### src/boot_pkg.sv
package boot_pkg;

   // ****************************************
   // Data path sizes
   // ****************************************

   parameter int unsigned DATA_W = 32;          // ICCM word width
   parameter int unsigned BYTES_PER_WORD = 4;   // Serial bytes per ICCM word

   // Last word of a program image, never stored
   parameter logic [DATA_W-1:0] END_MARKER = 32'h0000_0FFF;

   // ****************************************
   // State and response encodings
   // ****************************************

   // Serial receiver FSM
   typedef enum logic [1:0] {
      IDLE  = 2'd0,   // Line idle, waiting for falling edge
      START = 2'd1,   // Checking start bit at mid period
      DATA  = 2'd2,   // Sampling eight data bits
      STOP  = 2'd3    // Sampling stop bit
   } uart_state_e;

   // AXI read response codes
   typedef enum logic [1:0] {
      OKAY   = 2'b00,
      SLVERR = 2'b10
   } axi_resp_e;

   // AXI4-Lite read slave FSM
   typedef enum logic [1:0] {
      AR_IDLE = 2'd0,   // Address channel open
      RD_MEM  = 2'd1,   // RAM read in progress
      R_VALID = 2'd2    // Response presented on R
   } axi_rd_state_e;

endpackage

### src/iccm_loader.sv
module iccm_loader #(
   parameter  int unsigned ICCM_DEPTH = 1024,
   localparam int unsigned ADDR_W     = $clog2(ICCM_DEPTH)
) (
   input  logic                        clk,
   input  logic                        rst_n_i,
   input  logic                        rx_valid_i,
   input  logic [7:0]                  rx_byte_i,
   output logic                        wr_en_o,
   output logic [ADDR_W-1:0]           wr_addr_o,
   output logic [boot_pkg::DATA_W-1:0] wr_data_o,
   output logic                        core_hold_o
);

   localparam int unsigned CNT_W = $clog2(boot_pkg::BYTES_PER_WORD);

   logic [CNT_W-1:0]            byte_cnt_q;
   logic [boot_pkg::DATA_W-1:0] word_q;
   logic [boot_pkg::DATA_W-1:0] word_next;
   logic [boot_pkg::DATA_W-1:0] wr_data_q;
   logic [ADDR_W-1:0]           addr_q;
   logic                        wr_en_q;
   logic                        hold_q;
   logic                        full_q;
   logic                        byte_take;
   logic                        last_byte;

   // ****************************************
   // Byte packing
   // ****************************************

   // New byte enters at the top, so the first one ends up in bits 7:0
   assign word_next = {rx_byte_i, word_q[boot_pkg::DATA_W-1:8]};

   assign byte_take = rx_valid_i & hold_q;   // Nothing accepted once released
   assign last_byte = byte_take &&
                      (byte_cnt_q == CNT_W'(boot_pkg::BYTES_PER_WORD - 1));

   always_ff @(posedge clk) begin
      if (byte_take) begin
         word_q <= word_next;
      end
      if (last_byte) begin
         wr_data_q <= word_next;
      end
   end

   // ****************************************
   // Write sequencing and core hold
   // ****************************************

   always_ff @(posedge clk) begin
      if (!rst_n_i) begin
         byte_cnt_q <= '0;
         addr_q     <= '0;
         wr_en_q    <= 1'b0;
         hold_q     <= 1'b1;
         full_q     <= 1'b0;
      end else begin
         wr_en_q <= 1'b0;

         if (last_byte) begin
            byte_cnt_q <= '0;
         end else if (byte_take) begin
            byte_cnt_q <= byte_cnt_q + 1'b1;
         end

         if (last_byte) begin
            if (word_next == boot_pkg::END_MARKER) begin
               hold_q <= 1'b0;          // Program complete, let the core run
            end else if (!full_q) begin
               wr_en_q <= 1'b1;
            end
         end

         // Step the address after each write, stick at the last word
         if (wr_en_q) begin
            if (addr_q == ADDR_W'(ICCM_DEPTH - 1)) begin
               full_q <= 1'b1;
            end else begin
               addr_q <= addr_q + 1'b1;
            end
         end
      end
   end

   assign wr_en_o     = wr_en_q;
   assign wr_addr_o   = addr_q;
   assign wr_data_o   = wr_data_q;
   assign core_hold_o = hold_q;

   // The ICCM belongs to the fetch side once the hold is dropped
   a_no_write_after_release: assert property (@(posedge clk) disable iff (!rst_n_i)
      wr_en_o |-> core_hold_o);

endmodule

### config.mk
export PLATFORM = sky130hd
export DESIGN_NAME = iccm_loader
export DESIGN_NICKNAME = d
export VERILOG_FILES = /design/src/boot_pkg.sv /design/src/iccm_loader.sv
export SDC_FILE = /design/constraint.sdc
export NUM_CORES = 1
export LEC_CHECK = 0
export BUFFER_PORTS_ARGS = -buffer_cell sky130_fd_sc_hd__buf_4
export CORE_MARGIN = 3
export CORE_UTILIZATION = 39
export CTS_CLUSTER_DIAMETER = 80
export DETAILED_ROUTE_END_ITERATION = 10
export HOLD_SLACK_MARGIN = 0.08
export SYNTH_ARGS = -nofsm -noshare
export SYNTH_HDL_FRONTEND = slang
export SYNTH_SLANG_ARGS = --single-unit
### constraint.sdc
create_clock -name clk -period 3.9 [get_ports clk]
set_clock_uncertainty 0.15 [all_clocks]
set_input_delay 0.78 -clock clk [delete_from_list [all_inputs] [get_ports clk]]
set_output_delay 0.78 -clock clk [all_outputs]
set_load 0.005 [all_outputs]
Yosys cells after proc, flatten, opt, wreduce, memory -nomap -nowiden
Index checks and enable logic that the tools add are counted.

Eq/ne operators: 3. Bitwise gates (word level): 4. Reduce and logical (&&, ||, !) cells: 6. $add $sub $neg: 2. Mux-type cells: 1.

Operator list (count): equality test 32 x 12 -> 1 bit, second input constant (1); adder 10 x 1 -> 10 bit, second input constant (1); equality test 10 bit, second input constant (1); AND reduction 2 bit (3); NOT 1 bit (3); OR reduction 3 bit (1); adder 2 x 1 -> 2 bit, second input constant (1); equality test 2 bit, second input constant (1); OR reduction 2 bit (1); AND 1 bit (1); logical AND 1 bit (1); two-way mux 1 bit (1).

Input bits: 11. Logic and storage cells: 23. Bits in registers: 79. Output and inout bits: 44.

Depth between registers and ports, before layout
Depth after elaboration: 4. Mapped depth: 4. Mapped depth without buffers: 4.

Worst setup path before layout
No wires, ideal clock.

Path type: input port to flip-flop. From: input port rx_valid_i. To: register wr_data_q (netlist bit wr_data_o[0]), enable pin. Setup time: 394 ps. Path buffers: 0. Slack: 1707 ps. Required time: 3356 ps. Arrival time: 1650 ps. Cell stages on the path: 1. Path through: and3_1.

Word-level cells in the longest chain between the ends: 2.

Ends and longest elaborated chain: start: declaration (line iccm_loader.sv:7) `input logic rx_valid_i,`; AND 1 bit (line iccm_loader.sv:35) `assign byte_take = rx_valid_i & hold_q;`; logical AND 1 bit (line iccm_loader.sv:36) `assign last_byte = byte_take &&`; end signal: assignment (line iccm_loader.sv:44) `wr_data_q <= word_next;`; end: declaration (line iccm_loader.sv:20) `logic [boot_pkg::DATA_W-1:0] wr_data_q;`.

Every way passes these cells. A chain may end at the register's enable or synchronous reset.

Worst setup path after layout
From: register wr_en_q (netlist: wr_en_o). To: output port wr_en_o.

RTL lines: start: declaration (line iccm_loader.sv:22) `logic wr_en_q;`; start signal: assignment (line iccm_loader.sv:56) `wr_en_q <= 1'b0;`; start signal: assignment (line iccm_loader.sv:60) `wr_en_q <= 1'b0;`; start signal: assignment (line iccm_loader.sv:72) `wr_en_q <= 1'b1;`; end: declaration (line iccm_loader.sv:9) `output logic wr_en_o,`.

No word-level cell between the ends.

==> reports/metrics.cfg <==
[cells_and_area]
drive_gt1_frac = 0.3288
layout.cells.non_filler = 294
layout.nets = 228
fill_cells = 505
layout_commonest_cell = edfxtp_1
area.growth.synth_to_final_pct = 25.32
multi_input_area_um2 = 543.0
final_cell_mix = edfxtp_1 (56), buf_4 (55), dfxtp_1 (15)
seq_area_um2 = 1982
finalInstanceArea_um2 = 3196
antennaDiodeCount = 0

[synth]
syn_area_um2 = 2550
synth_warnings = 0
synth_nets = 166
ys_types = 37
ys_ff_latch = 71
ys_seq_area_frac = 0.7772
avgSynthCellArea_um2 = 16.67
synthCells = 153

[floorplanning]
die_area_um2 = 7545
start_util = 0.4159
coreArea_um2 = 6131
die_w_um = 86.86
num_rows = 28
die_h_um = 86.86
io_pins = 55

[timing]
fmax_ghz = 0.5076
max-slew-margin-rel = 0.4075
finalHoldWorstSlack_ns = 0.3003
finalSetupViolations = 0
fin_crit_sh = 0.5051
worst_pin_slew_ns = 0.8878
fin_setup_tns_ns = 0
fin_crit_ns = 1.970
rsz0062_at_grt = no
hold_viol_final = 0
drv_slew = 0

[setup_path]
max_stage_delay_ns = 0.52
cp_num_cells = 1
rr_worst_depth = 2
crit_required_ns = 2.97
path_class = flop to primary output
path_cells = buf_4
critPathSlowestCell = dfxtp_1
cp-start-kind = flop
path_max_fanout = 11
worstPathArrival_ns = 1.04
worst_setup_path_end_kind = primary output
critical-path-top-delay-family = flip-flops
cp_num_buf_inv = 1

[grt]
overflow = 0
grt_pass1_vias = 1540
grt_antenna_before_repair = 0
grt_max_degree = 35
grt_usage = 0.1382
grt_first_pass_wirelength_um = 7721

[cts]
cts_setup_buffers = 0
cts_resized = 0
clock-sinks = 71
cts_hold_buf = 0
clk_latency_ns = 0.34
htreeDepth = 3
cts_buffers = 9
clock_path_buffers = 2
cts_root_buf = clkbuf_8
clkSlewWorstSetupHoldPaths_ns = 0.07
cts_tree = done

[route]
antenna_left = 0
wire_per_inst_um = 16.40
post-route-drc-count = 0
first_pass_iters = 4
first_iter_violations = 140
num_vias = 1571
wirelength_um = 4823
viasPerCell = 5.344

[placement]
placed_cell_area_um2 = 3039
place_congestion = 0.8789
dp.cells = 279
post-dp-hpwl_um = 3209
port_buffers = 54

[pwr]
peakVddDrop_mv = 0.2767
leakage_nw = 1.195
power.total_w = 0.001367
p_per_area_nw_per_um2 = 427.7

[job]
max_cap_viol_count = 0

[outcome]
status = complete, no violations

[min_path]
min_path_type = flop to flop
hold_path_depth = 0

==> cell families after synthesis <==
logic type                 count (synthesis)  share of synthesized area
buffers and inverters                      6                   0.009812
AOI/OAI and AO/OA                         18                    0.05299
and+or+nand+nor                           53                     0.1384
muxes                                      3                    0.01178
adders and majority gates                  2                   0.009812
DFF                                       71                     0.7772
==> flip-flops by register name, summed over array words and instances (netlist names) <==
name,count
wr_addr_o,10
wr_en_o,1
wr_data_o,32
full_q,1
word_q,24
byte_cnt_q,2
core_hold_o,1
==> cell type report <==
class	count	share of cell area
sequential	71	0.6202
multi-input combinational	76	0.1699
timing repair buffer	55	0.1292
clock buffer	12	0.04229
tap	75	0.02937
clock inverter	3	0.006656
inverter	2	0.002349
==> metal layers <==
metal	share of wire	global-route usage
met2	0.46	0.2001
met5	0	0
met3	0.057	0.04068
met4	0.028	0.09065
met1	0.45	0.1801
==> path summary, 6_finish.rpt <==
check | to | slack [ns] | from
worst max-delay path | wr_en_o | 1.93 | wr_en_o
worst min-delay path | wr_data_o[4] | 0.30 | word_q[12]
worst max register to register | word_q[24] | 2.16 | core_hold_o
worst min register to register | wr_data_o[4] | 0.30 | word_q[12]
==> metrics by stage <==
step / setup WS [ns] / util
after CTS: 1.912 / 0.5212
after floorplan: 1.707 / -
final: 1.930 / 0.5212
after global placement: 1.771 / 0.4957
after global routing: 1.867 / 0.5212
after detailed placement: 1.730 / 0.4957
==> power breakdown <==
part	internal, W	total [W]	switching, W
Combinational	0.0000157	0.0000356	0.0000199
Clock	0.000228	0.000481	0.000253
Sequential	0.000838	0.000851	0.0000126
==> cell usage after synthesis <==
| library cell | n | area, um^2 |
|---|---|---|
| mux2i_1 | 3 | 30.03 |
| nand4b_4 | 1 | 23.77 |
| o311a_1 | 1 | 10.01 |
| nor2b_1 | 1 | 6.260 |
| o2111ai_1 | 1 | 8.760 |
| nand4_2 | 1 | 12.51 |
| inv_2 | 1 | 3.750 |
| or4b_4 | 1 | 13.76 |
| a21oi_1 | 5 | 25.02 |
| ha_1 | 2 | 25.02 |
| nor3_1 | 3 | 15.01 |
| nor4_1 | 5 | 31.28 |
| o21bai_1 | 1 | 7.510 |
| a41oi_1 | 2 | 17.52 |
| and4_1 | 3 | 26.28 |
| clkbuf_1 | 2 | 7.510 |
| nand2_1 | 10 | 37.54 |
| nand3b_1 | 3 | 22.52 |
| nor4b_1 | 1 | 8.760 |
| inv_1 | 1 | 3.750 |
| edfxtp_1 | 56 | 1682 |
| and3_1 | 4 | 25.02 |
| o2111a_1 | 1 | 11.26 |
| a31oi_1 | 2 | 12.51 |
| or4_1 | 2 | 15.01 |
| a211oi_1 | 1 | 7.510 |
| nor2_1 | 4 | 15.01 |
| a31o_1 | 1 | 8.760 |
| o221a_1 | 1 | 11.26 |
| buf_2 | 2 | 10.01 |
| nand4_1 | 6 | 37.54 |
| dfxtp_1 | 15 | 300.3 |
| nand2b_1 | 2 | 12.51 |
| nor4_4 | 1 | 21.27 |
| nand4b_1 | 1 | 8.760 |
| nand3_1 | 4 | 20.02 |
| o211ai_1 | 2 | 15.01 |
(Power assumes the default switching activity.)
