### config.mk
export PLATFORM = sky130hd
export DESIGN_NAME = uart_rx
export DESIGN_NICKNAME = d
export VERILOG_FILES = /design/src/boot_pkg.sv /design/src/uart_rx.sv
export SDC_FILE = /design/constraint.sdc
export NUM_CORES = 1
export LEC_CHECK = 0
export BUFFER_PORTS_ARGS = -buffer_cell sky130_fd_sc_hd__buf_4
export CORE_MARGIN = 1.5
export CORE_UTILIZATION = 30
export CTS_CLUSTER_DIAMETER = 40
export DETAILED_ROUTE_END_ITERATION = 7
export SLEW_MARGIN = 30
export SYNTH_ARGS = -nofsm -noshare
export SYNTH_HDL_FRONTEND = slang
export SYNTH_SLANG_ARGS = --single-unit
### constraint.sdc
create_clock -name clk -period 4.7 [get_ports clk]
set_clock_uncertainty 0.1 [all_clocks]
set_input_delay 0.94 -clock clk [delete_from_list [all_inputs] [get_ports clk]]
set_output_delay 0.94 -clock clk [all_outputs]
set_load 0.1 [all_outputs]
### src/boot_pkg.sv
package boot_pkg;

   // ****************************************
   // Data path sizes
   // ****************************************

   parameter int unsigned DATA_W = 32;          // ICCM word width
   parameter int unsigned BYTES_PER_WORD = 4;   // Serial bytes per ICCM word

   // Last word of a program image, never stored
   parameter logic [DATA_W-1:0] END_MARKER = 32'h0000_0FFF;

   // ****************************************
   // State and response encodings
   // ****************************************

   // Serial receiver FSM
   typedef enum logic [1:0] {
      IDLE  = 2'd0,   // Line idle, waiting for falling edge
      START = 2'd1,   // Checking start bit at mid period
      DATA  = 2'd2,   // Sampling eight data bits
      STOP  = 2'd3    // Sampling stop bit
   } uart_state_e;

   // AXI read response codes
   typedef enum logic [1:0] {
      OKAY   = 2'b00,
      SLVERR = 2'b10
   } axi_resp_e;

   // AXI4-Lite read slave FSM
   typedef enum logic [1:0] {
      AR_IDLE = 2'd0,   // Address channel open
      RD_MEM  = 2'd1,   // RAM read in progress
      R_VALID = 2'd2    // Response presented on R
   } axi_rd_state_e;

endpackage

### src/uart_rx.sv
module uart_rx (
   input  logic        clk,
   input  logic        rst_n_i,
   input  logic        serial_i,
   input  logic [15:0] clks_per_bit_i,   // Clocks per serial bit
   output logic        rx_valid_o,
   output logic [7:0]  rx_byte_o
);

   boot_pkg::uart_state_e state_q;

   logic        rx_meta_q;
   logic        rx_sync_q;
   logic        rx_prev_q;
   logic [15:0] cnt_q;
   logic [2:0]  bit_idx_q;
   logic [7:0]  shift_q;
   logic        valid_q;
   logic        fall_edge;
   logic [15:0] half_bit;
   logic        bit_done;

   assign fall_edge = rx_prev_q & ~rx_sync_q;              // Start of a frame
   assign half_bit  = {1'b0, clks_per_bit_i[15:1]};
   assign bit_done  = (cnt_q == clks_per_bit_i - 16'd1);   // One full bit period elapsed

   // ****************************************
   // Input synchronizer
   // ****************************************

   // Line idles high, so the flops come out of reset at 1
   always_ff @(posedge clk) begin
      if (!rst_n_i) begin
         rx_meta_q <= 1'b1;
         rx_sync_q <= 1'b1;
         rx_prev_q <= 1'b1;
      end else begin
         rx_meta_q <= serial_i;
         rx_sync_q <= rx_meta_q;
         rx_prev_q <= rx_sync_q;
      end
   end

   // ****************************************
   // Frame FSM
   // ****************************************

   always_ff @(posedge clk) begin
      if (!rst_n_i) begin
         state_q   <= boot_pkg::IDLE;
         cnt_q     <= '0;
         bit_idx_q <= '0;
         valid_q   <= 1'b0;
      end else begin
         valid_q <= 1'b0;
         case (state_q)
            boot_pkg::IDLE: begin
               cnt_q <= '0;
               if (fall_edge) begin
                  state_q <= boot_pkg::START;
               end
            end
            boot_pkg::START: begin
               if (cnt_q == half_bit - 16'd1) begin
                  cnt_q     <= '0;
                  bit_idx_q <= '0;
                  // Glitch if line went back high
                  state_q   <= rx_sync_q ? boot_pkg::IDLE : boot_pkg::DATA;
               end else begin
                  cnt_q <= cnt_q + 16'd1;
               end
            end
            boot_pkg::DATA: begin
               if (bit_done) begin
                  cnt_q     <= '0;
                  bit_idx_q <= bit_idx_q + 3'd1;
                  if (bit_idx_q == 3'd7) begin
                     state_q <= boot_pkg::STOP;
                  end
               end else begin
                  cnt_q <= cnt_q + 16'd1;
               end
            end
            boot_pkg::STOP: begin
               if (bit_done) begin
                  valid_q <= rx_sync_q;   // Bad stop bit drops the byte
                  state_q <= boot_pkg::IDLE;
               end else begin
                  cnt_q <= cnt_q + 16'd1;
               end
            end
            default: state_q <= boot_pkg::IDLE;
         endcase
      end
   end

   // LSB arrives first, shift in from the top
   always_ff @(posedge clk) begin
      if ((state_q == boot_pkg::DATA) && bit_done) begin
         shift_q <= {rx_sync_q, shift_q[7:1]};
      end
   end

   assign rx_valid_o = valid_q;
   assign rx_byte_o  = shift_q;

   // Frames are far longer than one cycle
   a_valid_single: assert property (@(posedge clk) disable iff (!rst_n_i)
      rx_valid_o |=> !rx_valid_o);

endmodule

After elaboration in Yosys (flattened, before gate mapping) --
Index checks and enable logic that the tools add are counted.
Word-level totals: output and inout port bits 9, bits of input ports 19, register bits after elaboration 33
Operators by class: bitwise gates (word level) 2, equal/unequal tests 12, reductions and logical operators 6, multiplexer cells 14, add/sub/neg operators 4
Operators by type and width (number):
- $pmux W16 S4 | 1
- $mux W16 | 3
- $eq A16 B16 Y1 | 2
- $add A16 B1 Y16 const B | 1
- $sub A15 B1 Y16 const B | 1
- $sub A16 B1 Y16 const B | 1
- $mux W2 | 6
- $ne A2 B2 Y1 const B | 6
- $pmux W2 S4 | 1
- $mux W3 | 2
- $pmux W3 S2 | 1
- $reduce_and A3 Y1 | 2
- $reduce_and A5 Y1 | 1
- $eq A2 B2 Y1 const B | 2
- $add A3 B1 Y3 const B | 1
- $eq A3 B3 Y1 const B | 1
- $eq A2 B1 Y1 const B | 1
- $logic_not A2 Y1 | 1
- $reduce_bool A2 Y1 | 1
- $and A1 B1 Y1 | 1
- $logic_and A1 B1 Y1 | 1
- $not A1 Y1 | 1

Longest topological paths before layout --
Gate-level depths: netlist (run 1).
depth in word-level cells 4, mapped depth 12, depth with buffers taken out 10

Least setup slack after synthesis (run 1) --
OpenSTA, ideal clock, no wires.
path kind in2reg, start input clks_per_bit_i[1], end register cnt_q[11], stages on the path 12, arrival time 3581 ps, slack 886 ps, data required time 4467 ps, setup time 133 ps, cell sequence inv_1 -> ha_1 -> or4b_4 -> buf_2 -> or4_1 -> a21oi_1 -> o22ai_1 -> o31ai_2 -> o22ai_1 -> buf_2 -> a21oi_1 -> a21oi_1
Between the ends: word-level cells in the longest chain between the ends 4, elaborated cells between the ends (all ways) 8
RTL lines:
- start: declaration | line uart_rx.sv:5 | input logic [15:0] clks_per_bit_i,
- $sub A16 B1 Y16 / $sub A15 B1 Y16 (equally long branches) | line uart_rx.sv:25, uart_rx.sv:64
- $eq A16 B16 Y1 (on tied branches) | line uart_rx.sv:25, uart_rx.sv:64
- $mux W16 (on tied branches) | line uart_rx.sv:74, uart_rx.sv:64
- $pmux W16 S4 | line uart_rx.sv:56 | case (state_q)
- end signal: assignment | line uart_rx.sv:70 | cnt_q <= cnt_q + 16'd1;
- end signal: assignment | line uart_rx.sv:81 | cnt_q <= cnt_q + 16'd1;
- end signal: assignment | line uart_rx.sv:89 | cnt_q <= cnt_q + 16'd1;
- end: declaration | line uart_rx.sv:15 | logic [15:0] cnt_q;
Several ways; a longest one is shown, not always the timed one. A chain may end at the register's enable or synchronous reset.

Final worst setup path (run 1) --
start input clks_per_bit_i[1], end register cnt_q[9]
The elaborated chain is that of the path after synthesis.

==> results of run 1 <==
[synthesized netlist by cell type, drive strengths merged (5+ instances only)]
cell    count
a211oi      5
a21oi      19
and3        9
buf        11
clkbuf     21
dfxtp      25
edfxtp      8
ha          5
inv        14
mux2i       5
nand2      22
nand2b      6
nand3      22
nand4       5
nor2       17
nor3       28
nor4       13
o21ai       8
o22ai       5
or3         6
or4        12
xnor2      22
xor2       11
[metal layers]
layer / track usage (%) / vias to the layer above
met5: 0 / -
met2: 26.11 / 65
met1: 19.96 / 1267
met3: 1.741 / 9
li1: - / 1355
met4: 4.984 / 0
[layout make-up]
cell class / count / area [um2]
fill: 951 / 6000
multi-input combinational: 277 / 1883
sequential: 33 / 740.7
timing repair buffer: 33 / 247.7
tap: 111 / 138.9
clock buffer: 5 / 68.82
inverter: 15 / 56.30
clock inverter: 3 / 17.52
[report_power, final]
part	internal [mW]	switching, mW
Sequential	0.291	0.00264
Combinational	0.0376	0.0512
Clock	0.102	0.109
[path summary, 6_finish.rpt]
path / startpoint / endpoint
hold reg to reg: rx_meta_q$_SDFF_PN1_ / rx_sync_q$_SDFF_PN1_
setup / recovery: clks_per_bit_i[1] / cnt_q[9]$_SDFFE_PN0P_
setup reg to reg: cnt_q[2]$_SDFFE_PN0P_ / cnt_q[9]$_SDFFE_PN0P_
hold / removal: rx_meta_q$_SDFF_PN1_ / rx_sync_q$_SDFF_PN1_
[cells by family (layout without fill, tap and decap cells)]
logic type / after synthesis / count (layout) / share of synthesized area [%]
simple gates: 167 / 167 / 35.94
compound gates: 67 / 67 / 16.44
buf+inv: 47 / 56 / 7.063
xor+xnor: 33 / 33 / 10.26
flops: 33 / 33 / 26.30
fa+ha+maj: 5 / 5 / 2.221
mux: 5 / 5 / 1.777
[through the flow]
stage               util, %  hold slack [ns]  instances  power (mW)  area, um2
floorplan                 -           0.2863        357      0.3583       2816
global route          34.45           0.3201        477      0.6212       3153
finish                34.45           0.3150        477      0.5929       3153
CTS                   34.38           0.3221        477      0.5971       3147
detailed placement    33.44           0.3033        469      0.3876       3060
global placement      33.44           0.2881        469      0.3865       3060
[state kept, by name, summed over array words and instances, names as in the netlist, named ones only]
name / flops
rx_prev_q: 1
rx_valid_o: 1
rx_sync_q: 1
cnt_q: 16
state_q: 1
bit_idx_q: 3
rx_byte_o: 8
rx_meta_q: 1
==> impl_metrics.py, run 1 <==
metrics = {
    "timing": {
        "worst_pin_slew_ns": 0.8601,
        "period_share_pct": 85.38,
        "setup_ws_ns": 0.6869,
        "fmax_mhz": 249.2,
        "drv_slew": 0,
        "setup_viol": 0,
        "setup-tns-final_ns": 0,
        "post-route-min-period_ns": 4.013,
        "relSlewSlack_pct": 42.22,
        "hold_violations": 0,
        "rsz0062_at_grt": "false",
    },
    "cts": {
        "cts_max_path_buffers": 2,
        "htree_levels": 2,
        "cts_buffers": 5,
        "clk_latency_ns": 0.29,
        "ctsHoldBuffers": 0,
        "post-cts-setup-buffers": 0,
        "cts-root-buf": "clkbuf_8",
        "cts.sinks": 33,
        "cts_tree": "yes",
        "clk_transition_reported_paths_ns": 0.08,
        "cts.repair.resized": 0,
    },
    "route": {
        "initialDrtViolationCount": 156,
        "met3_length_um": 350,
        "routed.top_layer": "met4",
        "drc": 0,
        "via_per_inst": 5.652,
        "wl_um": 7305,
        "m1WireLength_um": 3299,
        "dr_wl_met2_um": 3557,
        "vias": 2696,
        "wl_per_cell_um": 15.31,
        "firstDrtPassIters": 4,
        "drtAntennaViolNets": 0,
    },
    "setup_path": {
        "path_cells": "buf_4 > inv_1 > ha_1 > or4b_4 > o31a_1 > nor4b_1 > nor3_1 > or4_4 > nor3_4 > nor3_1 > a21oi_1",
        "crit_type": "in -> reg",
        "cp_max_fo": 12,
        "crit_cells": 11,
        "critPathSlowestCell": "or4b_4",
        "r2r_slack_ns": 1.30,
        "end_kind": "register",
        "cp.arrival_ns": 4.14,
        "path_delay_family": "simple AND/OR/NAND/NOR gates",
        "crit_buf_inv": 2,
        "r2r_cells": 8,
        "path_common_cell": "nor3_1",
        "crit_required_ns": 4.82,
        "crit_path_max_incr_delay_ns": 0.59,
        "critPathLaunchType": "primary input",
    },
    "synthesis": {
        "synth_largest_area_cell": "dfxtp_1",
        "ys_types": 66,
        "syn_inst": 357,
        "synth.net_count": 381,
        "synth_seq_cells": 33,
        "syn_area_per_cell_um2": 7.889,
        "synth-main-ff-cell": "dfxtp_1",
        "synth.area.top_cells": "dfxtp_1 18%, edfxtp_1 8.5%, xnor2_1 6.8%",
        "synth_edf_count": 8,
        "synthesis.area_um2": 2816,
        "yosysWarnings": 0,
        "yosysSeqAreaShare_pct": 26.30,
        "synth.top_cell.area_share_pct": 17.77,
        "synthArstFlopShare_pct": 0,
    },
    "placement": {
        "post-place-ws_ns": 0.07972,
        "io_buffers": 27,
        "dp_hpwl_um": 5522,
        "gp_congestion": 0.8478,
    },
    "die": {
        "die_w_um": 99.89,
        "core_um2": 9153,
        "fp.dieH_um": 99.89,
        "dieArea_um2": 9978,
        "initial_core_util_pct": 30.77,
        "ios": 28,
        "num_rows": 35,
    },
    "layout": {
        "num_antenna_cells": 0,
        "final_nets": 389,
        "drive_gt1_share_pct": 14.48,
        "syn2layout_area_growth_pct": 11.95,
        "final_common_cell": "buf_4",
        "final_cell_mix": "33 x buf_4, 27 x nor3_1, 25 x dfxtp_1",
    },
    "grt": {
        "grt_max_degree": 14,
        "grt_antenna_before_repair": 0,
        "grt_overflow": 0,
        "grt_pass1_wl_um": 12500,
        "track_usage_pct": 15.24,
        "grt_pass1_vias": 2550,
    },
    "power": {
        "ir_drop_v": 0.0001021,
        "power_density_nw_per_um2": 188.1,
        "p_leak_nw": 1.117,
    },
    "outcome": {
        "status": "complete, no violations",
    },
    "hold_path": {
        "min_path_type": "reg -> reg",
        "hold_depth": 1,
    },
    "flow_run": {
        "cap_violations": 0,
    },
}
(Power assumes the default switching activity.)
==> run 2, diff against run 1 <==
--- a/config.mk
+++ b/config.mk
@@ -6,6 +6,7 @@
 export NUM_CORES = 1
 export LEC_CHECK = 0
 export BUFFER_PORTS_ARGS = -buffer_cell sky130_fd_sc_hd__buf_4
+export CORE_ASPECT_RATIO = 2
 export CORE_MARGIN = 1.5
 export CORE_UTILIZATION = 30
 export CTS_CLUSTER_DIAMETER = 40
==> impl_metrics.py, run 2 (same netlist as run 1, synthesis figures left out) <==
metrics = {
    "outcome": {
        "status": "complete, but fails checks",
        "violations": "DRC",
    },
    "grt": {
        "grt_max_degree": 14,
        "grt_antenna_before_repair": 0,
        "grt_pass1_wl_um": 12700,
        "grt_pass1_vias": 2714,
        "grt_overflow": 0,
        "track_usage_pct": 16.06,
    },
    "layout": {
        "multi_input_area_um2": 1883,
        "final_nets": 391,
        "num_antenna_cells": 0,
        "stdcell_area_um2": 3243,
        "largest_reg_flops": 16,
        "final_cell_mix": "35 x buf_4, 27 x nor3_1, 25 x dfxtp_1",
        "final_common_cell": "buf_4",
        "syn2layout_area_growth_pct": 15.15,
        "top_register": "cnt_q",
        "seq_area_um2": 740.7,
        "fillers": 980,
        "drive_gt1_share_pct": 14.67,
        "stdcell_count": 470,
    },
    "die": {
        "fp.dieH_um": 140.0,
        "initial_core_util_pct": 31.04,
        "num_rows": 49,
        "ios": 28,
        "die_w_um": 71.52,
        "core_um2": 9074,
        "dieArea_um2": 10010,
    },
    "route": {
        "via_per_inst": 5.938,
        "wl_per_cell_um": 17.13,
        "drc": 2,
        "drtAntennaViolNets": 0,
        "vias": 2791,
        "initialDrtViolationCount": 133,
        "firstDrtPassIters": 6,
        "wl_um": 8049,
    },
    "placement": {
        "gp_congestion": 0.8790,
        "placedCellCount": 462,
        "io_buffers": 27,
        "dp_hpwl_um": 6450,
        "dpl_cell_area_um2": 3064,
    },
    "power": {
        "power_density_nw_per_um2": 234.8,
        "p_leak_nw": 1.168,
        "ir_drop_v": 0.0003304,
    },
    "cts": {
        "clk_latency_ns": 0.28,
        "post-cts-setup-buffers": 0,
        "cts-root-buf": "clkbuf_16",
        "cts_buffers": 5,
        "cts.repair.resized": 0,
        "cts_max_path_buffers": 2,
        "cts_tree": "yes",
        "clk_transition_reported_paths_ns": 0.05,
        "htree_levels": 2,
        "ctsHoldBuffers": 0,
        "cts.sinks": 33,
    },
    "setup_path": {
        "critPathLaunchType": "primary input",
        "crit_buf_inv": 3,
        "path_cells": "buf_4 > inv_1 > ha_1 > nor2b_1 > a31oi_1 > or4_1 > or4_1 > nor4_1 > buf_4 > and2_1",
        "crit_type": "in -> reg",
        "cp.arrival_ns": 4.04,
        "cp_max_fo": 8,
        "critPathSlowestCell": "or4_1",
        "crit_path_max_incr_delay_ns": 0.59,
        "r2r_slack_ns": 1.17,
        "end_kind": "register",
        "path_delay_family": "simple AND/OR/NAND/NOR gates",
        "crit_required_ns": 4.54,
    },
    "timing": {
        "setup_viol": 0,
        "post-route-min-period_ns": 4.209,
        "setup-tns-final_ns": 0,
        "drv_slew": 0,
        "relSlewSlack_pct": 44.43,
        "hold_violations": 0,
        "fmax_mhz": 237.6,
        "rsz0062_at_grt": "false",
        "period_share_pct": 89.55,
        "worst_pin_slew_ns": 0.8271,
    },
    "flow_run": {
        "cap_violations": 0,
    },
    "hold_path": {
        "min_path_type": "reg -> reg",
    },
}
-- run 2: cell count changes in the layout (fill, tap and decap cells not counted), sizes merged --
cell,before,now
bufinv,0,1
buf,33,35
clkinvlp,1,0
clkbuf,5,7
clkinv,3,1
-- run 2: where the power goes --
part           total [mW]  switching (mW)  leakage (nW)  internal [mW]
logic              0.0910          0.0532         0.810         0.0378
clock network       0.377           0.112        0.0841          0.264
registers           0.294         0.00247         0.274          0.291
-- run 2: final timing paths --
path              cells after the start             startpoint                endpoint
setup reg to reg                      7  cnt_q[2]$_SDFFE_PN0P_  rx_byte_o[1]$_DFFE_PP_
hold reg to reg                       1   rx_meta_q$_SDFF_PN1_    rx_sync_q$_SDFF_PN1_
setup / recovery                     10      clks_per_bit_i[0]  rx_byte_o[1]$_DFFE_PP_
hold / removal                        1   rx_meta_q$_SDFF_PN1_    rx_sync_q$_SDFF_PN1_
-- run 2: area by class of cell --
| type | count | share of cell area, % |
|---|---|---|
| clock buffer | 7 | 4.398 |
| clock inverter | 1 | 0.9259 |
| inverter | 15 | 1.736 |
| multi-input combinational | 277 | 58.06 |
| sequential | 33 | 22.84 |
| tap | 102 | 3.935 |
| timing repair buffer | 35 | 8.102 |
-- run 2: stage by stage --
| step | hold WS (ns) | setup WS [ns] | power, mW | util [%] |
|---|---|---|---|---|
| after floorplan | 0.2863 | 0.8863 | 0.3583 | - |
| after global placement | 0.2897 | 0.1806 | 0.3888 | 33.77 |
| after detailed placement | 0.2980 | 0.1231 | 0.3901 | 33.77 |
| after CTS | 0.3092 | 0.3887 | 0.7709 | 35.67 |
| after global routing | 0.3226 | 0.4023 | 0.7893 | 35.74 |
| final | 0.3027 | 0.4911 | 0.7616 | 35.74 |
-- run 2: routing by layer --
layer  global-route usage (%)  wire length, um  vias to the layer above
met1                    13.46             2687                     1331
li1                         -                -                     1352
met3                    2.446              260                       31
met2                    31.68             4524                       77
met5                        0                0                        -
met4                    12.12              576                        0
