==> src/boot_pkg.sv <==
package boot_pkg;

   // ****************************************
   // Data path sizes
   // ****************************************

   parameter int unsigned DATA_W = 32;          // ICCM word width
   parameter int unsigned BYTES_PER_WORD = 4;   // Serial bytes per ICCM word

   // Last word of a program image, never stored
   parameter logic [DATA_W-1:0] END_MARKER = 32'h0000_0FFF;

   // ****************************************
   // State and response encodings
   // ****************************************

   // Serial receiver FSM
   typedef enum logic [1:0] {
      IDLE  = 2'd0,   // Line idle, waiting for falling edge
      START = 2'd1,   // Checking start bit at mid period
      DATA  = 2'd2,   // Sampling eight data bits
      STOP  = 2'd3    // Sampling stop bit
   } uart_state_e;

   // AXI read response codes
   typedef enum logic [1:0] {
      OKAY   = 2'b00,
      SLVERR = 2'b10
   } axi_resp_e;

   // AXI4-Lite read slave FSM
   typedef enum logic [1:0] {
      AR_IDLE = 2'd0,   // Address channel open
      RD_MEM  = 2'd1,   // RAM read in progress
      R_VALID = 2'd2    // Response presented on R
   } axi_rd_state_e;

endpackage

==> src/iccm_axil_rd.sv <==
module iccm_axil_rd #(
   parameter  int unsigned ICCM_DEPTH = 1024,
   localparam int unsigned ADDR_W     = $clog2(ICCM_DEPTH)
) (
   input  logic                        clk,
   input  logic                        rst_n_i,
   input  logic                        core_hold_i,

   // AR channel
   input  logic                        s_axil_arvalid_i,
   output logic                        s_axil_arready_o,
   input  logic [31:0]                 s_axil_araddr_i,

   // R channel
   output logic                        s_axil_rvalid_o,
   input  logic                        s_axil_rready_i,
   output logic [boot_pkg::DATA_W-1:0] s_axil_rdata_o,
   output boot_pkg::axi_resp_e         s_axil_rresp_o,

   // ICCM read port
   output logic                        rd_en_o,
   output logic [ADDR_W-1:0]           rd_addr_o,
   input  logic [boot_pkg::DATA_W-1:0] rd_data_i
);

   boot_pkg::axi_rd_state_e state_q;
   boot_pkg::axi_resp_e     resp_q;

   logic [ADDR_W-1:0] addr_q;
   logic [29:0]       ar_idx;
   logic              ar_hs;
   logic              ar_err;

   assign ar_idx = s_axil_araddr_i[31:2];   // Byte address to word index
   assign ar_hs  = s_axil_arvalid_i & s_axil_arready_o;
   assign ar_err = core_hold_i || (ar_idx >= 30'(ICCM_DEPTH));

   // Word index and response code of the accepted request
   always_ff @(posedge clk) begin
      if (ar_hs) begin
         addr_q <= ar_idx[ADDR_W-1:0];
         resp_q <= ar_err ? boot_pkg::SLVERR : boot_pkg::OKAY;
      end
   end

   // ****************************************
   // One read in flight at a time
   // ****************************************

   always_ff @(posedge clk) begin
      if (!rst_n_i) begin
         state_q <= boot_pkg::AR_IDLE;
      end else begin
         case (state_q)
            boot_pkg::AR_IDLE: if (ar_hs)           state_q <= boot_pkg::RD_MEM;
            boot_pkg::RD_MEM:                       state_q <= boot_pkg::R_VALID;
            boot_pkg::R_VALID: if (s_axil_rready_i) state_q <= boot_pkg::AR_IDLE;
            default:                                state_q <= boot_pkg::AR_IDLE;
         endcase
      end
   end

   // RAM is only touched for a good request
   assign rd_en_o   = (state_q == boot_pkg::RD_MEM) && (resp_q == boot_pkg::OKAY);
   assign rd_addr_o = addr_q;

   assign s_axil_arready_o = (state_q == boot_pkg::AR_IDLE);
   assign s_axil_rvalid_o  = (state_q == boot_pkg::R_VALID);
   // RAM output register holds while waiting on rready
   assign s_axil_rdata_o   = (resp_q == boot_pkg::OKAY) ? rd_data_i : '0;
   assign s_axil_rresp_o   = resp_q;

   // R payload must hold under back-pressure
   a_r_stable: assert property (@(posedge clk) disable iff (!rst_n_i)
      (s_axil_rvalid_o && !s_axil_rready_i) |=>
      (s_axil_rvalid_o && $stable(s_axil_rdata_o) && $stable(s_axil_rresp_o)));

endmodule

==> config.mk <==
export PLATFORM = sky130hd
export DESIGN_NAME = iccm_axil_rd
export DESIGN_NICKNAME = d
export VERILOG_FILES = /design/src/boot_pkg.sv /design/src/iccm_axil_rd.sv
export SDC_FILE = /design/constraint.sdc
export NUM_CORES = 1
export LEC_CHECK = 0
export ABC_AREA = 1
export BUFFER_PORTS_ARGS = -buffer_cell sky130_fd_sc_hd__buf_2
export CAP_MARGIN = 25
export CELL_PAD_IN_SITES_DETAIL_PLACEMENT = 1
export CELL_PAD_IN_SITES_GLOBAL_PLACEMENT = 2
export CORE_UTILIZATION = 13
export DETAILED_ROUTE_END_ITERATION = 8
export PLACE_DENSITY_LB_ADDON = 0.05
export SLEW_MARGIN = 20
export SYNTH_ARGS = -nofsm -noshare
export SYNTH_HDL_FRONTEND = slang
export SYNTH_SLANG_ARGS = --single-unit
==> constraint.sdc <==
create_clock -name clk -period 2.47 [get_ports clk]
set_input_delay 0.494 -clock clk [delete_from_list [all_inputs] [get_ports clk]]
set_output_delay 0.494 -clock clk [all_outputs]
set_load 0.03 [all_outputs]
# Yosys cells after proc, flatten, opt, wreduce, memory -nomap -nowiden
# Cells that the tools add are included.
classes:
  bitwise: 1
  div: 0
  muxes: 5
  n_shift: 0
  addsub: 0
  n_mul: 0
  n_reduce_logical: 5
  n_lt_le_gt_ge: 1
  n_eq_ne: 4
op_table:
  columns: ["operator", "count"]
  rows:
  - ["$mux 32", 1]
  - ["$ge 30x11->1 const B", 1]
  - ["$mux 2", 3]
  - ["$pmux 2 s3", 1]
  - ["$logic_not 2->1", 2]
  - ["$ne 2x1->1 const B", 2]
  - ["$eq 2x1->1 const B", 1]
  - ["$eq 2x2->1 const B", 1]
  - ["$reduce_and 2->1", 1]
  - ["$and 1x1->1", 1]
  - ["$logic_and 1x1->1", 1]
  - ["$logic_or 1x1->1", 1]
totals:
  out_inout_bits: 47
  reg_bits: 14
  latch_bits: 0
  rom_bits: 0
  ramBits: 0
  inputBits: 69
  mem_count: 0
  wordCells: 19

# Depth between registers and ports, before layout
# Gate-level depths: netlist (run 1).
logic_depth:
  depth_word: 4
  mapped_depth: 4

# Worst setup path before layout (run 1)
# OpenSTA, ideal clock, no wires.
synth_path:
  path_kind: "register to output"
  startpoint: "register resp_q[1] (netlist: s_axil_rresp_o[1])"
  endpoint: "output port rd_en_o"
  arrival_time_ps: 1286
  path_buffers: 2
  stages_incl_launch_ff: 4
  setup_slack_ps: 690
  cell_sequence: "edfxtp_1 -> buf_2 -> buf_6 -> nor2_1"
synth_between:
  elab_chain_len: 2
synth_lines:
  columns: ["element", "line_no", "text"]
  rows:
  - ["start: declaration", "iccm_axil_rd.sv:27", "boot_pkg::axi_resp_e resp_q;"]
  - ["start signal: assignment", "iccm_axil_rd.sv:42", "resp_q <= ar_err ? boot_pkg::SLVERR : boot_pkg::OKAY;"]
  - ["$logic_not 2->1", "iccm_axil_rd.sv:64", "assign rd_en_o = (state_q == boot_pkg::RD_MEM) && (resp_q == boot_pkg::OKAY);"]
  - ["$logic_and 1x1->1", "iccm_axil_rd.sv:64", null]
  - ["end: declaration", "iccm_axil_rd.sv:21", "output logic rd_en_o,"]
# Every way passes these cells.

# Final worst setup path (run 1)
layout_path:
  startpoint: "register resp_q[1] (netlist: s_axil_rresp_o[1])"
  endpoint: "output port s_axil_rdata_o[27] (netlist name)"
layout_between:
  elab_chain_len: 2
layout_lines:
  columns: ["element", "line_no", "text"]
  rows:
  - ["$logic_not 2->1", "iccm_axil_rd.sv:70", "assign s_axil_rdata_o = (resp_q == boot_pkg::OKAY) ? rd_data_i : '0;"]
  - ["$mux 32", "iccm_axil_rd.sv:70", null]
  - ["end: declaration", "iccm_axil_rd.sv:17", "output logic [boot_pkg::DATA_W-1:0] s_axil_rdata_o,"]
# Every way passes these cells.

==> results of run 1 <==
## cell usage after synthesis (all sizes together)
cell type  count
nor2          47
inv           37
edfxtp        11
nand2          7
buf            5
dfxtp          2
a21oi          1
conb           1
nand3          1
nor3           1
nor4           1
or2            1
## layer usage
metal / part of all wire (%) / global-route usage (%)
met1: 31 / 6.216
met2: 59 / 19.32
met3: 9.2 / 2.500
met4: 1.0 / 1.786
met5: 0 / 0
## per-stage QoR
stage          total power, mW  setup WS, ns
2_1_floorplan           0.3280        0.6895
3_3_place_gp            0.3945        0.8379
3_5_place_dp            0.3994        0.8176
4_1_cts                 0.5847        0.5560
5_1_grt                 0.6040        0.4481
6_report                0.5717        0.5867
## flip-flops by register name, indices dropped and copies added (netlist names)
register / count
state_q: 2
rd_addr_o: 10
s_axil_rresp_o: 1
## worst paths after layout
path | depth (start not counted) | endpoint | slack (ns) | from
max | 3 | s_axil_rdata_o[27] | 0.59 | s_axil_rresp_o[1]
min | 1 | rd_addr_o[2] | 0.43 | s_axil_araddr_i[4]
max reg2reg | 2 | rd_addr_o[7] | 1.43 | state_q[0]
min reg2reg | 1 | state_q[0] | 0.49 | state_q[1]
## critical path, delay by kind of cell (launching register included)
kind                   cells  cell delay [ns]
AND/OR/NAND/NOR            1             0.12
flip-flops                 1             0.54
buffers and inverters      2             0.50
## power groups by stage
stage | Sequential (mW) | Clock, mW | Combinational (mW)
detailed placement | 0.264 | 0 | 0.135
global placement | 0.263 | 0 | 0.131
finish | 0.259 | 0.180 | 0.133
floorplan | 0.286 | 0 | 0.0417
global route | 0.261 | 0.195 | 0.148
CTS | 0.260 | 0.189 | 0.136
## logic make-up (layout without fill, tap and decap cells)
kind of cell	after synthesis	after routing
and+or+nand+nor	58	58
buffers and inverters	42	155
DFF	13	13
other	1	1
AOI/OAI and AO/OA	1	1
## area by class of cell
type	count	share of cell area, %
Clock buffer	4	3.077
Multi-Input combinational cell	60	16.41
Inverter	37	9.487
Timing Repair Buffer	114	39.32
Sequential cell	13	25.30
Tap cell	75	6.410
==> summary.txt, run 1 <==
Outcome
  • Outcome: finished clean

Cells and area
  • Fill cell total of the finished layout: just under 800
  • Sequential Area: ~370 sq um
  • Share of cells above drive strength 1: between 50% and 60%
  • Antenna fix cells: 0
  • Most frequent cells in the layout: buf_2, nor2_1, inv_1
  • Post-layout util: around a quarter
  • Most common cell after layout, fill and taps aside: buf_2
  • Nets@finish: around 300
  • Finished Cell Area: around 1500 sq um
  • Multi-input logic area: 240.2 sq um
  • Area growth syn-to-layout: 83.96%
  • Post-Layout Cell Count: around 300

Routing
  • Drt via density: between 3 and 4
  • # DRC: 0
  • Routed via count: 1093
  • Total Wirelength: roughly 2800 microns
  • ANT nets after route: 0
  • DRT Pass-1 Iters: 2
  • WL/cell: a little over 9 microns
  • Initial drt markers: 16

Timing
  • Fmax achieved: about 530 MHz
  • Min Tclk post-route: roughly 1.9 ns
  • Tcrit/Tclk final: 76.25%
  • Smallest hold slack: approximately 0.43 ns
  • Final-report setup violation count: 0
  • Setup Skew: roughly 0.00043 ns
  • Final slew viol count: 0
  • Endpoints failing hold: 0
  • Setup TNS: 0 ns
  • RSZ-0062 raised after global routing: no

CTS
  • Clock Root Buffer: clkbuf_8
  • CTS clock-pin slew for the worst setup and hold paths: 0.05 ns
  • CTS resizes: 0
  • TritonCTS clock tree: done
  • Max Buffers Root-to-Sink: 2
  • CTS buffer count: 3
  • CTS H-tree depth: 1
  • Clock Latency Late Sink: roughly 0.23 ns
  • CTS Hold Bufs: 0
  • CTS sink cnt: 13
  • Number of setup buffers added after CTS: 0

GRT
  • Congestion Overflow GR: 0
  • Largest net degree at the start of global routing: 25
  • First-pass GRT wire length: ~4300 microns
  • Vias in the first global route: 1059
  • GRT Total Usage: ~8.3%
  • Initial antenna violation count: 0

Pwr
  • Maximum vdd drop: between 0.3 and 0.4 mV
  • Sequential Power Share: between 40% and 50%
  • Cell Pwr Density: between 300 and 400 nW/um^2
  • Clk pwr share: between 30% and 40%
  • Pleak: slightly above 0.9 nW
  • Sw Share: 25.50%
  • NetSw: roughly 150 uW
  • Internal: about 430 uW
  • Combinational fraction of design power: between 20 and 25%

Setup path
  • Crit-path cells: buf_4 > nor2_1 > buf_2
  • Required @ worst endpoint: 1.98 ns
  • Setup Crit Path Kind: flop to output pin
  • Critical path peak fanout: 24
  • Slowest cell on the critical path: edfxtp_1
  • Max incr delay on CP: around 0.54 ns
  • CP Capture Type: output pin
  • Crit start category: flop
  • Worst EP arrival: between 1 and 1.5 ns

Placed design
  • HPWL Detailed: approximately 2500 microns
  • Buffers on Ports: about 110
  • Routability cong.: about 0.58
  • Placed Area: about 1400 sq um
  • Cells after DPL: about 300

Synth
  • Largest cells by area after synthesis: edfxtp_1, nor2_1, inv_1, dfxtp_1, buf_6
  • Library cells used by synthesis: 16
  • XOR/XNOR share of the synthesized area: 0%
  • Mapped Cells: around 120
  • Synth warnings: 0
  • #FFs+latches synth: 13
  • Post-Synth Simple-Gate Area: between 20% and 30%
  • Mapped cell area: around 800 sq um
  • Synth area leader: edfxtp_1
  • Mux cell area share after synthesis: 0%
  • Synth top area share: 41.51%
  • Combinational family with the most area after synthesis: simple AND/OR/NAND/NOR gates
  • Seq/Total Area, Yosys: 46.54%
  • Synth Area in Adders: 0%
  • Synth Area in Compound Gates: 1.101%
  • Avg Inst Size Synth: 6.920 sq um
  • Syn Nets: ~180

Die
  • Die Area: about 6400 sq um
  • Die Span X: roughly 80 microns
  • Initial Utilization: a little over an eighth
  • Row count: 28
  • Boundary Pins: about 120
  • Die Y: about 80 microns
  • Core ar.: between 5000 and 6000 sq um

Job
  • Max_cap viols: 0

Min path
  • Worst Hold Class: input pin to flop
(Power assumes the default switching activity.)
==> run 2: changes to the inputs <==
Settings changed: ABC_AREA 1 to 0, CORE_UTILIZATION 13 to 10.
Clock period 2.47 ns to 1.6 ns, I/O delays scaled along.
==> summary.txt, run 2 <==
Die
  • Die Area: 7205 sq um
  • Die Y: roughly 85 microns
  • Die Span X: around 85 microns
  • Boundary Pins: 116
  • Initial Utilization: between 10% and 20%
  • Row count: 29
  • Core ar.: between 6000 and 7000 sq um

Setup path
  • CP top delay family: buffers and inverters
  • Critical path peak fanout: 17
  • Crit start category: flop
  • Crit-path cells: buf_4 > nor2b_1 > buf_2
  • Slowest cell on the critical path: edfxtp_1
  • Required @ worst endpoint: 1.28 ns
  • CP Capture Type: output pin
  • Number of buffers and inverters on the critical path: 2
  • Setup Crit Path Kind: flop to output pin
  • Worst EP arrival: 1.17 ns
  • Max incr delay on CP: around 0.39 ns

GRT
  • Initial antenna violation count: 0
  • Largest net degree at the start of global routing: 18
  • First-pass GRT wire length: 3981 microns
  • GRT Total Usage: under 10%
  • Congestion Overflow GR: 0
  • Vias in the first global route: about 940

CTS
  • CTS resizes: 0
  • Clock Root Buffer: clkbuf_8
  • CTS clock-pin slew for the worst setup and hold paths: about 0.06 ns
  • CTS sink cnt: 13
  • CTS Hold Bufs: 0
  • TritonCTS clock tree: done
  • Number of setup buffers added after CTS: 0
  • Max Buffers Root-to-Sink: 2
  • CTS buffer count: 3
  • Clock Latency Late Sink: roughly 0.24 ns
  • CTS H-tree depth: 1

Synth
  • Synth warnings: 0
  • Syn Nets: 134
  • Asr flop ratio synth: 0%
  • Seq/Total Area, Yosys: between 50% and 60%
  • Largest cells by area after synthesis: edfxtp_1, nor2b_1, dfxtp_1, nor4_1, or4_1
  • Post-synth top cells: nor2b_1, edfxtp_1, clkbuf_1, nor4_1
  • Top-count cell post-synth: nor2b_1
  • Top_reg_cell synth: edfxtp_1
  • Library cells used by synthesis: 14
  • Synth top area share: between 40% and 50%
  • Synth area leader: edfxtp_1
  • #FFs+latches synth: 13
  • Post-synth EDFFs: 11
  • Mapped Cells: 65
  • Mapped cell area: 686.9 sq um
  • Avg Inst Size Synth: ~11 sq um

Cells and area
  • Nets@finish: 250
  • Share of cells above drive strength 1: 66.11%
  • Post-Layout Cell Count: approximately 260
  • Antenna fix cells: 0
  • Most frequent cells in the layout: buf_2, nor2b_1, edfxtp_1
  • Most common cell after layout, fill and taps aside: buf_2
  • Fill cell total of the finished layout: between 800 and 900
  • Largest register FFs: 10
  • Area growth syn-to-layout: 102.9%

Timing
  • Endpoints failing hold: 0
  • RSZ-0062 raised after global routing: no
  • Fmax achieved: about 670 MHz
  • Min Tclk post-route: between 1 and 1.5 ns
  • Final slew viol count: 0
  • Smallest hold slack: between 0.2 and 0.25 ns
  • Final-report setup violation count: 0
  • Tcrit/Tclk final: 93.25%
  • Setup Skew: ~0.0029 ns

Routing
  • WL/cell: 10.05 microns
  • Total Wirelength: around 2600 microns
  • ANT nets after route: 0
  • Routed via count: slightly above 900
  • # DRC: 11
  • Initial drt markers: 31
  • Drt via density: between 3 and 4
  • DRT Pass-1 Iters: 7

Outcome
  • Outcome: finished, violations left
  • Failing checks: design-rule violations

Pwr
  • Pleak: 0.7311 nW
  • Cell Pwr Density: between 600 and 700 nW/um^2
  • Maximum vdd drop: about 0.18 mV

Job
  • Max_cap viols: 0

Placed design
  • Routability cong.: ~0.67
  • HPWL Detailed: around 2300 microns
  • Buffers on Ports: between 100 and 150
  • Cells after DPL: about 250

Min path
  • Worst Hold Class: input pin to flop
[run 2: changes by cell type in the layout (fill, tap and decap cells not counted), moves of 2 or more]
cell,before,now
nand2_1,7,0
or4_1,0,2
nor2b_1,0,36
nor2_1,46,1
nor4_1,1,3
inv_1,36,0
[run 2: worst paths after layout]
kind,startpoint,end,slack [ns],depth (start not counted)
max,s_axil_rresp_o[1],s_axil_rdata_o[4],0.11,3
min reg2reg,state_q[1],state_q[0],0.62,2
min,s_axil_araddr_i[8],rd_addr_o[6],0.25,1
max reg2reg,state_q[0],rd_addr_o[1],0.50,3
[run 2: cell families (layout without fill, tap and decap cells)]
family / after synthesis / count (layout) / share of synthesized area, %
other: 1 / 1 / 0.5459
flip-flops: 13 / 13 / 53.92
AO/OA/AOI/OAI: 1 / 1 / 1.093
AND/OR/NAND/NOR: 46 / 46 / 41.71
buffers and inverters: 4 / 119 / 2.733
[run 2: area by class of cell]
class / instances / area, sq um / area share [%]
multi-input cells: 48 / 297.8 / 21.36
clock inverters: 1 / 5.005 / 0.3591
well taps: 77 / 96.34 / 6.912
flip-flops and latches: 13 / 370.4 / 26.57
clock buffers: 3 / 41.29 / 2.962
repair buffers: 115 / 583.1 / 41.83
[run 2: report_power, final]
part           total (mW)  internal (mW)  switching, mW
logic               0.185         0.0918         0.0934
registers           0.398          0.392        0.00581
clock network       0.295          0.172          0.123
total               0.878          0.656          0.222
[run 2: worst register-to-register path, stage by stage, from the launching register on]
cell and delay, ns:
dfxtp_1 0.32, nor2_1 0.14, and2_1 0.14, buf_4 0.19
[run 2: metal layers]
metal,vias to the layer above,part of all wire (%),global-route usage (%)
met5,-,0,0
met3,4,14,2.432
met1,390,32,6.627
li1,445,-,-
met2,73,53,14.12
met4,0,1.0,2.311
[run 2: metrics by stage]
| step | area [sq um] | setup TNS [ns] | util [%] | setup WS, ns | power (mW) |
|---|---|---|---|---|---|
| after floorplan | 686.9 | -0.02782 | - | -0.0009275 | 0.4898 |
| after global placement | 1348 | -0.06701 | 20.75 | -0.06701 | 0.5909 |
| after detailed placement | 1348 | -0.07249 | 20.75 | -0.07249 | 0.5941 |
| after CTS | 1394 | 0 | 21.46 | 0.06452 | 0.9063 |
| after global routing | 1394 | 0 | 21.46 | 0.009742 | 0.9268 |
| final | 1394 | 0 | 21.46 | 0.1080 | 0.8775 |
==> run 3: changes to the inputs <==
==> constraint.sdc (replaced) <==
create_clock -name clk -period 1.6 [get_ports clk]
set_input_delay 0.08 -clock clk [delete_from_list [all_inputs] [get_ports clk]]
set_output_delay 0.08 -clock clk [all_outputs]
set_load 0.03 [all_outputs]
==> summary.txt, run 3 (same netlist as run 2, synthesis figures left out) <==
Outcome
  • Outcome: finished, violations left
  • Failing checks: design-rule violations

CTS
  • TritonCTS clock tree: done
  • Max Buffers Root-to-Sink: 2
  • Clock Root Buffer: clkbuf_8
  • CTS sink cnt: 13
  • Clock Latency Late Sink: about 0.24 ns
  • CTS clock-pin slew for the worst setup and hold paths: approximately 0.06 ns
  • CTS buffer count: 3
  • CTS resizes: 0
  • Number of setup buffers added after CTS: 0
  • CTS H-tree depth: 1

Setup path
  • Critical Path Stages: 3
  • Worst reg2reg setup slack: roughly 0.5 ns
  • Crit start category: flop
  • R2R cell count: 3
  • Crit path to: s_axil_rdata_o[16]
  • Crit-path cells: buf_4 > nor2b_1 > buf_2
  • Max incr delay on CP: 0.38 ns
  • Reg2reg start: state_q[0]
  • Crit path from: s_axil_rresp_o[1]
  • CP top delay family: buffers and inverters
  • Critical path peak fanout: 17
  • Terminus of the critical flop-to-flop path: rd_addr_o[5]
  • CP Capture Type: output pin
  • Setup Crit Path Kind: flop to output pin
  • Required @ worst endpoint: 1.52 ns
  • Number of buffers and inverters on the critical path: 2
  • Slowest cell on the critical path: edfxtp_1
  • Worst EP arrival: between 1 and 1.5 ns

Cells and area
  • Finished Cell Area: approximately 1400 sq um
  • Antenna fix cells: 0
  • Largest register FFs: 10
  • Most frequent cells in the layout: buf_2, nor2b_1, edfxtp_1
  • Share of cells above drive strength 1: roughly two thirds
  • Most common cell after layout, fill and taps aside: buf_2
  • Nets@finish: between 200 and 300
  • Area growth syn-to-layout: 104.4%

Die
  • Core ar.: 6495 sq um
  • Row count: 29
  • Initial Utilization: a little over a tenth
  • Die Y: approximately 85 microns
  • Boundary Pins: ~120
  • Die Span X: between 80 and 90 microns
  • Die Area: roughly 7000 sq um

Routing
  • # DRC: 11
  • ANT nets after route: 0
  • Drt via density: 3.516
  • DRT Pass-1 Iters: 6
  • WL/cell: 10.19 microns
  • Routed via count: around 910
  • Total Wirelength: 2628 microns
  • Initial drt markers: 22

Pwr
  • Cell Pwr Density: between 600 and 700 nW/um^2
  • Pleak: 0.7353 nW
  • Maximum vdd drop: 0.2214 mV

GRT
  • Congestion Overflow GR: 0
  • Vias in the first global route: 913
  • First-pass GRT wire length: 3953 microns
  • Largest net degree at the start of global routing: 18
  • GRT Total Usage: between 6 and 7%
  • Initial antenna violation count: 0

Timing
  • Fmax achieved: 812.4 MHz
  • Tcrit/Tclk final: around three quarters
  • Final slew viol count: 0
  • Setup Skew: between 0.001 and 0.0015 ns
  • Endpoints failing hold: 0
  • RSZ-0062 raised after global routing: no
  • Setup TNS: 0 ns
  • Min Tclk post-route: between 1 and 1.5 ns
  • Final-report setup violation count: 0
  • Fin worst setup slack: around 0.37 ns

Min path
  • Hold Crit Start: s_axil_araddr_i[4]
  • Worst Hold Class: input pin to flop

Placed design
  • Routability cong.: 0.6522
  • Placement Setup Slack: 0.1603 ns
  • Placed Area: 1348 sq um
  • Buffers on Ports: 112
  • HPWL Detailed: between 2000 and 2500 microns

Job
  • Max_cap viols: 0
[run 3: cell types whose count changed in the layout (fill, tap and decap cells not counted)]
cell	delta
dlygate4sd3_1	+1
[run 3: worst min-delay path by stage]
stage,endpoint,cells past startpoint
6_report,rd_addr_o[2],1
5_1_grt,rd_addr_o[2],1
4_1_cts,rd_addr_o[6],1
3_5_place_dp,rd_addr_o[2],1
3_3_place_gp,rd_addr_o[2],1
2_1_floorplan,rd_addr_o[0],0
[run 3: area by class of cell]
class | count | area, sq um
clock buffers | 3 | 41.29
clock inverters | 1 | 5.005
fillers | 806 | 5091
multi-input cells | 48 | 297.8
flip-flops and latches | 13 | 370.4
well taps | 77 | 96.34
repair buffers | 116 | 593.1
[run 3: metrics by stage]
| step | total power, mW | hold slack, ns | utilization [%] | std cells |
|---|---|---|---|---|
| after floorplan | 0.4898 | 0.1789 | - | 65 |
| after global placement | 0.5911 | 0.2582 | 20.75 | 253 |
| after detailed placement | 0.5940 | 0.2587 | 20.75 | 253 |
| after CTS | 0.9064 | 0.0001931 | 21.46 | 257 |
| after global routing | 0.9298 | 0.0009582 | 21.61 | 258 |
| final | 0.8872 | 0.007228 | 21.61 | 258 |
[run 3: report_power, final]
group	internal, mW	total, mW	switching (mW)
registers	0.392	0.397	0.00559
logic	0.0934	0.188	0.0943
clock network	0.172	0.302	0.130
[run 3: repair_timing]
action / 4_1_cts / 5_1_grt
endpoints found under the setup margin: 0 / 0
hold buffers: 0 / 1
endpoints found under the hold margin: 0 / 1
[run 3: routing by layer]
| metal | global-route usage, % | vias up | share of wire [%] |
|---|---|---|---|
| met4 | 2.773 | 0 | 0.84 |
| met3 | 2.237 | 4 | 13 |
| met2 | 13.45 | 73 | 51 |
| met5 | 0 | - | 0 |
| li1 | - | 446 | - |
| met1 | 6.870 | 384 | 36 |
